File: src/fetch_params.svh
`ifndef FETCH_PARAMS_SVH
`define FETCH_PARAMS_SVH

`define MEM_WORD_BITS 64
`define LANE_BITS 16
`define LANES_PER_WORD 4 // MEM_WORD_BITS / LANE_BITS.
`define MEM_DEPTH 16
`define MEM_ADDR_BITS 4
`define MEM_READ_LATENCY 2 // Cycles from an accepted read to its response pulse.

`define NUM_STREAMS 2

// First word fetched by each stream.
`define STREAM0_BASE 0
`define STREAM1_BASE 8

`endif

File: src/stream_pkg.sv
`include "fetch_params.svh"

package stream_pkg;

  typedef logic [`LANE_BITS-1:0] lane_t;

  typedef logic [$clog2(`LANES_PER_WORD)-1:0] lane_idx_t;

  // What the consumer sees for one stream.
  typedef struct packed {
    logic available;
    lane_t lane;
  } stream_out_t;

endpackage

File: src/mem_pkg.sv
`include "fetch_params.svh"

package mem_pkg;

  typedef logic [`MEM_ADDR_BITS-1:0] mem_addr_t;

  // One memory word. The memory stores it raw; the fetch units pick lanes out of it.
  typedef union packed {
    logic [`MEM_WORD_BITS-1:0] raw;
    stream_pkg::lane_t [`LANES_PER_WORD-1:0] lanes; // Lane 0 sits in the low bits.
  } mem_word_u;

  typedef struct packed {
    logic valid;
    mem_addr_t addr;
  } mem_req_t;

  typedef struct packed {
    logic valid; // Single-cycle pulse.
    mem_word_u data;
  } mem_rsp_t;

endpackage

File: src/lane_fetch.sv
`timescale 1ns/1ps
`include "fetch_params.svh"

module lane_fetch #(
  parameter mem_pkg::mem_addr_t BASE_ADDR = '0
) (
  input  logic                      clk,
  input  logic                      rst,
  input  logic                      en,
  input  logic                      available_read,
  output logic                      want,
  output mem_pkg::mem_req_t         req,
  input  mem_pkg::mem_rsp_t         rsp,
  input  logic                      pop_data,
  output stream_pkg::stream_out_t   out
);
  import mem_pkg::*;
  import stream_pkg::*;

  localparam lane_idx_t LAST_LANE = lane_idx_t'(`LANES_PER_WORD - 1);

  typedef enum logic [1:0] {RD_IDLE, RD_WAIT, RD_FULL} rd_state_t;
  typedef enum logic {SV_EMPTY, SV_SERVE} sv_state_t;

  rd_state_t rd_state;
  sv_state_t sv_state;
  mem_addr_t addr;
  mem_word_u buffer;
  mem_word_u serve_word;
  lane_idx_t lane_idx;
  logic      buffer_read;
  logic      buffer_ready;
  logic      available_pop;
  logic      pop_accept;
  logic      load_serve;

  assign want = (rd_state == RD_IDLE) && en;

  // Read side. A grant is always taken up, even if en has just dropped,
  // because the arbiter waits for the request.
  always_ff @(posedge clk) begin
    if (rst) begin
      rd_state <= RD_IDLE;
      addr     <= BASE_ADDR;
      req      <= '0;
    end else begin
      req.valid <= 1'b0;
      case (rd_state)
        RD_IDLE: begin
          if (available_read) begin
            req.valid <= 1'b1;
            req.addr  <= addr;
            addr      <= (int'(addr) == `MEM_DEPTH - 1) ? '0 : addr + 1'b1;
            rd_state  <= RD_WAIT;
          end
        end
        RD_WAIT: if (rsp.valid) rd_state <= RD_FULL;
        RD_FULL: if (buffer_read) rd_state <= RD_IDLE;
        default: rd_state <= RD_IDLE;
      endcase
    end
  end

  always_ff @(posedge clk) begin
    if (rd_state == RD_WAIT && rsp.valid) buffer <= rsp.data;
  end

  // The release strobe lags the load by a cycle, so ignore the buffer meanwhile.
  assign buffer_ready  = (rd_state == RD_FULL) && !buffer_read;
  assign available_pop = (sv_state == SV_SERVE);
  assign pop_accept    = pop_data && available_pop;
  assign load_serve    = buffer_ready &&
                         (!available_pop || (pop_accept && lane_idx == LAST_LANE));

  always_ff @(posedge clk) begin
    if (rst) begin
      sv_state    <= SV_EMPTY;
      lane_idx    <= '0;
      buffer_read <= 1'b0;
    end else begin
      buffer_read <= load_serve;
      if (load_serve) begin
        lane_idx <= '0;
        sv_state <= SV_SERVE;
      end else if (pop_accept) begin
        lane_idx <= lane_idx + 1'b1; // Wraps to lane 0 after the last lane.
        if (lane_idx == LAST_LANE) sv_state <= SV_EMPTY;
      end
    end
  end

  always_ff @(posedge clk) begin
    if (load_serve) serve_word <= buffer;
  end

  assign out.available = available_pop;
  assign out.lane      = serve_word.lanes[lane_idx];

endmodule

File: src/mem_arbiter.sv
`timescale 1ns/1ps
`include "fetch_params.svh"

module mem_arbiter (
  input  logic                                  clk,
  input  logic                                  rst,
  input  logic [`NUM_STREAMS-1:0]               want,
  input  mem_pkg::mem_req_t [`NUM_STREAMS-1:0]  unit_req,
  output logic [`NUM_STREAMS-1:0]               available_read,
  output mem_pkg::mem_rsp_t [`NUM_STREAMS-1:0]  unit_rsp,
  output mem_pkg::mem_req_t                     mem_req,
  input  mem_pkg::mem_rsp_t                     mem_rsp
);

  localparam int N        = `NUM_STREAMS;
  localparam int IDX_BITS = ($clog2(N) > 0) ? $clog2(N) : 1;

  typedef enum logic [1:0] {ARB_IDLE, ARB_GRANTED, ARB_BUSY} arb_state_t;

  arb_state_t          state;
  logic [IDX_BITS-1:0] ptr; // Stream with the highest priority for the next grant.
  logic [IDX_BITS-1:0] owner;
  logic [IDX_BITS-1:0] grant_idx;
  logic                grant_found;

  // Search the wanting units starting from the pointer.
  always_comb begin
    grant_found = 1'b0;
    grant_idx   = ptr;
    for (int i = 0; i < N; i++) begin
      if (!grant_found && want[(int'(ptr) + i) % N]) begin
        grant_found = 1'b1;
        grant_idx   = IDX_BITS'((int'(ptr) + i) % N);
      end
    end
  end

  always_ff @(posedge clk) begin
    if (rst) begin
      state          <= ARB_IDLE;
      ptr            <= '0;
      owner          <= '0;
      available_read <= '0;
    end else begin
      available_read <= '0; // A grant is a one-cycle strobe.
      case (state)
        ARB_IDLE: begin
          if (grant_found) begin
            available_read[grant_idx] <= 1'b1;
            owner <= grant_idx;
            state <= ARB_GRANTED;
          end
        end
        ARB_GRANTED: begin
          if (unit_req[owner].valid) state <= ARB_BUSY;
        end
        ARB_BUSY: begin
          if (mem_rsp.valid) begin
            ptr   <= (int'(owner) == N - 1) ? '0 : owner + 1'b1;
            state <= ARB_IDLE;
          end
        end
        default: state <= ARB_IDLE;
      endcase
    end
  end

  // Only the granted unit's request reaches the memory.
  assign mem_req.valid = (state == ARB_GRANTED) && unit_req[owner].valid;
  assign mem_req.addr  = unit_req[owner].addr;

  always_comb begin
    for (int i = 0; i < N; i++) begin
      unit_rsp[i].data  = mem_rsp.data;
      unit_rsp[i].valid = mem_rsp.valid && (state == ARB_BUSY) && (int'(owner) == i);
    end
  end

endmodule

File: src/stream_fetch_top.sv
`timescale 1ns/1ps
`include "fetch_params.svh"

module stream_fetch_top (
  input  logic                                    clk,
  input  logic                                    rst,
  input  logic                                    wr_en,
  input  mem_pkg::mem_addr_t                      wr_addr,
  input  mem_pkg::mem_word_u                      wr_data,
  input  logic [`NUM_STREAMS-1:0]                 en,
  input  logic [`NUM_STREAMS-1:0]                 pop,
  output stream_pkg::stream_out_t [`NUM_STREAMS-1:0] stream_out
);
  import mem_pkg::*;

  logic [`NUM_STREAMS-1:0]     want;
  logic [`NUM_STREAMS-1:0]     available_read;
  mem_req_t [`NUM_STREAMS-1:0] unit_req;
  mem_rsp_t [`NUM_STREAMS-1:0] unit_rsp;
  mem_req_t                    mem_req;
  mem_rsp_t                    mem_rsp;

  wide_mem mem_inst (
    .clk, .rst, .wr_en, .wr_addr, .wr_data,
    .req (mem_req),
    .rsp (mem_rsp)
  );

  mem_arbiter arb_inst (
    .clk, .rst, .want, .unit_req, .available_read, .unit_rsp, .mem_req, .mem_rsp
  );

  lane_fetch #(.BASE_ADDR(mem_addr_t'(`STREAM0_BASE))) fetch0_inst (
    .clk, .rst,
    .en (en[0]), .available_read (available_read[0]), .want (want[0]),
    .req (unit_req[0]), .rsp (unit_rsp[0]), .pop_data (pop[0]), .out (stream_out[0])
  );

  lane_fetch #(.BASE_ADDR(mem_addr_t'(`STREAM1_BASE))) fetch1_inst (
    .clk, .rst,
    .en (en[1]), .available_read (available_read[1]), .want (want[1]),
    .req (unit_req[1]), .rsp (unit_rsp[1]), .pop_data (pop[1]), .out (stream_out[1])
  );

endmodule

File: src/wide_mem.sv
`timescale 1ns/1ps
`include "fetch_params.svh"

module wide_mem (
  input  logic                clk,
  input  logic                rst,
  input  logic                wr_en,
  input  mem_pkg::mem_addr_t  wr_addr,
  input  mem_pkg::mem_word_u  wr_data,
  input  mem_pkg::mem_req_t   req,
  output mem_pkg::mem_rsp_t   rsp
);
  import mem_pkg::*;

  localparam int LAT = `MEM_READ_LATENCY;

  logic [`MEM_WORD_BITS-1:0] mem_array [`MEM_DEPTH];
  logic [LAT-1:0]            valid_pipe;
  mem_word_u                 data_pipe [LAT];

  always_ff @(posedge clk) begin
    if (wr_en) begin
      mem_array[wr_addr] <= wr_data.raw;
    end
  end

  // Stage 0 holds the word read in the request cycle; the last stage is the response.
  always_ff @(posedge clk) begin
    data_pipe[0].raw <= mem_array[req.addr];
    for (int i = 1; i < LAT; i++) begin
      data_pipe[i] <= data_pipe[i-1];
    end
  end

  always_ff @(posedge clk) begin
    if (rst) begin
      valid_pipe <= '0;
    end else begin
      valid_pipe <= {valid_pipe[LAT-2:0], req.valid};
    end
  end

  assign rsp.valid = valid_pipe[LAT-1];
  assign rsp.data  = data_pipe[LAT-1];

endmodule
File: config.mk
export PLATFORM = sky130hd
export DESIGN_NAME = stream_fetch_top
export DESIGN_NICKNAME = d
export VERILOG_FILES = /design/src/stream_pkg.sv /design/src/mem_pkg.sv /design/src/lane_fetch.sv /design/src/mem_arbiter.sv /design/src/stream_fetch_top.sv /design/src/wide_mem.sv
export VERILOG_INCLUDE_DIRS = /design/src
export SDC_FILE = /design/constraint.sdc
export NUM_CORES = 2
export LEC_CHECK = 0
export ABC_CLOCK_PERIOD_IN_PS = 7300
export BUFFER_PORTS_ARGS = -buffer_cell sky130_fd_sc_hd__buf_4
export CAP_MARGIN = 20
export CORE_MARGIN = 2
export CORE_UTILIZATION = 46
export CTS_CLUSTER_DIAMETER = 40
export DETAILED_ROUTE_END_ITERATION = 10
export SKIP_LAST_GASP = 1
export SLEW_MARGIN = 30
export SYNTH_ARGS = -nofsm -noshare
export SYNTH_HDL_FRONTEND = slang
export SYNTH_HIERARCHICAL = 1
export SYNTH_SLANG_ARGS = --single-unit
File: constraint.sdc
create_clock -name clk -period 7.3 [get_ports clk]
set_input_delay 2.19 -clock clk [delete_from_list [all_inputs] [get_ports clk]]
set_output_delay 2.19 -clock clk [all_outputs]
set_load 0.02 [all_outputs]
==> results.json <==
{
  "synth-edff-count": 1280,
  "ys.flop_type": "edfxtp_1",
  "netlist_instances": 2366,
  "grt_overflow": 0,
  "ys_async_sr_fraction_pct": 0,
  "grt_pass1_vias": 23200,
  "vias": 22200,
  "status": "finished clean",
  "r2r_setup_slack_ps": 3980,
  "rsz0062_at_grt": "false",
  "layout.nets": 2471,
  "slew_headroom_pct": 38.7,
  "syn_to_final_growth_pct": 13.0,
  "min_path_cells": 0,
  "slew_viol_final": 0,
  "ctsHtreeMaxLevel": 4,
  "drive_gt1_share_pct": 28.9,
  "period_share_pct": 60.5,
  "most-common-layout-cells": "1280 x edfxtp_1, 288 x mux4_2, 166 x clkbuf_16",
  "first_pass_iters": 5,
  "worst_setup_path_start_kind": "flip-flop",
  "via_per_inst": 5.52,
  "groute.usage.overall_pct": 18.4,
  "crit_buf_inv": 2,
  "clkTransAtPathRegs_ps": 50,
  "cp_cell_sequence": "buf_4 -> mux4_2 -> buf_4",
  "final-seq-area_sq_um": 41800,
  "critPathTopFamily": "multiplexers",
  "fin_setup_tns_ps": 0,
  "r2r_cells": 5,
  "min_to": "mem_inst/data_pipe[0][81]$_DFF_P_",
  "wl_um": 106000,
  "drc": 0,
  "max_freq_mhz": 226,
  "die_h_um": 341,
  "skew_ps": 18.9,
  "ys_warn_count": 6,
  "max_stage_delay_ps": 620,
  "r2r-start": "arb_inst/owner$_SDFFE_PP0P_",
  "die_area_sq_um": 117000,
  "setup_viol": 0,
  "layout_commonest_cell": "edfxtp_1",
  "io_pins": 109,
  "post-cts-setup-buffers": 0,
  "crit_type": "reg -> out",
  "wl_per_cell_um": 26.3,
  "leakagePower_nw": 18.7,
  "max-cap-violations": 0,
  "tritoncts": "done",
  "r2r_end": "mem_inst/data_pipe[0][31]$_DFF_P_",
  "avgSynthCellArea_sq_um": 22.1,
  "hp-start": "mem_inst/data_pipe[0][17]$_DFF_P_",
  "cts.sinks": 1446,
  "ant_nets": 0,
  "chipWidth_um": 341,
  "netlist_area_sq_um": 52400,
  "critical_path.startpoint": "fetch0_inst/lane_idx[0]$_SDFFE_PP0P_",
  "seq_area_frac_synth_pct": 79.8,
  "root_buffer": "clkbuf_16",
  "power.density_nw_per_um2": 295,
  "synth_seq_cells": 1446,
  "power.total_mw": 17.5,
  "vdd_drop_max_uv": 158,
  "end_kind": "output port",
  "grt_pass1_wl_um": 156000,
  "nFillCells": 8559,
  "clk_path_buf_depth": 3,
  "crit_fanout": 18,
  "synth_nets": 2445,
  "critPathMostFrequentCell": "buf_4",
  "core_area_sq_um": 113000,
  "start_util_pct": 46.5,
  "clk-insertion-delay-late_ps": 740,
  "critPathSlowestCell": "mux4_2",
  "rows": 123,
  "worstMarginPinSlew_ps": 919,
  "cts_buffers": 157,
  "grt_max_degree": 101,
  "cts_hold_buffers": 0,
  "multi_input_area_sq_um": 8810,
  "io_buffers": 108,
  "gp_congestion": 0.750,
  "cts_resized": 0,
  "ys_types": 41,
  "drtIter0Drc": 2053,
  "period_minus_slack_ps": 4420,
  "hold_path_class": "reg -> reg",
  "crit_arrival_ps": 2230,
  "finalHoldViolCount": 0,
  "grt_antenna_before_repair": 14,
  "required_ps": 5110,
  "hpwl_um": 62200
}
==> cell type report <==
type	count	area share, %
sequential	1446	70.6
multi-input combinational	622	14.9
clock buffer	209	7.49
tap	1500	3.17
timing repair buffer	159	2.30
clock inverter	81	1.53
inverter	6	0.0381
antenna	4	0.0169
==> synthesized netlist by cell type, types with 4 or more instances <==
| cell | count | area, sq um |
|---|---|---|
| nor2_1 | 33 | 124 |
| nand2b_1 | 4 | 25.0 |
| buf_2 | 19 | 95.1 |
| mux2_2 | 5 | 56.3 |
| mux2i_1 | 14 | 140 |
| nand2_1 | 80 | 300 |
| a21oi_1 | 9 | 45.0 |
| clkbuf_1 | 40 | 150 |
| nor2b_1 | 7 | 43.8 |
| or3b_1 | 4 | 35.0 |
| mux4_2 | 288 | 6490 |
| ha_1 | 4 | 50.1 |
| buf_1 | 16 | 60.1 |
| nor3_1 | 12 | 60.1 |
| dfxtp_1 | 166 | 3320 |
| a22oi_1 | 128 | 961 |
| edfxtp_1 | 1280 | 38400 |
| inv_1 | 6 | 22.5 |
| buf_6 | 15 | 169 |
| buf_4 | 202 | 1520 |
==> per-stage QoR <==
step	util (%)	cells	worst slack (ps)	hold WS [ps]	instance area, sq um
after global routing	52.5	4024	2750	337	59200
final	52.5	4027	2880	327	59200
after floorplan	-	2366	58.8	310	52400
after global placement	47.6	3728	2730	314	53700
after CTS	52.5	4021	2640	328	59100
after detailed placement	47.7	3731	2740	313	53800
==> layer usage <==
metal | vias to the layer above | wire [um] | global-route usage, %
met3 | 145 | 6340 | 3.56
met4 | 2 | 1800 | 4.72
met1 | 11800 | 44600 | 25.2
met5 | - | 13 | 0
li1 | 9565 | - | -
met2 | 671 | 53300 | 30.7
==> power breakdown <==
part / internal (mW) / total [mW] / switching (mW)
clock: 4.84 / 7.96 / 3.13
sequential: 9.14 / 9.21 / 0.0655
combinational: 0.114 / 0.317 / 0.203
==> worst max path at each step <==
stage	to	slack, ps	cells past startpoint
after floorplan	mem_inst/mem_array[12][0]$_DFFE_PP_	60	2
after global placement	mem_inst/mem_array[6][36]$_DFFE_PP_	2730	4
after detailed placement	mem_inst/mem_array[11][15]$_DFFE_PP_	2740	4
after CTS	stream_out[18]	2640	2
after global routing	stream_out[1]	2750	3
final	stream_out[0]	2880	3
==> registers in the layout, summed over array words and instances (netlist names), 2 cells and up <==
name,cells
fetch1_inst/req,5
fetch1_inst/buffer,64
fetch0_inst/req,5
fetch1_inst/lane_idx,2
fetch0_inst/serve_word,64
fetch1_inst/rd_state,2
fetch0_inst/rd_state,2
mem_inst/mem_array,1024
fetch0_inst/addr,4
fetch1_inst/addr,4
arb_inst/state,2
arb_inst/available_read,2
fetch1_inst/serve_word,64
mem_inst/data_pipe,128
fetch0_inst/buffer,64
fetch0_inst/lane_idx,2
mem_inst/valid_pipe,2
==> logic make-up (layout without fill, tap and decap cells) <==
group	count (synthesis)	count (layout)	synth area share (%)
mux	307	307	12.8
compound gates	148	148	2.09
other cells	0	4	0
simple gates	160	160	1.41
xor+xnor	3	3	0.0502
fa+ha+maj	4	4	0.0956
buf+inv	298	455	3.84
flops	1446	1446	79.8
(Power assumes the default switching activity.)
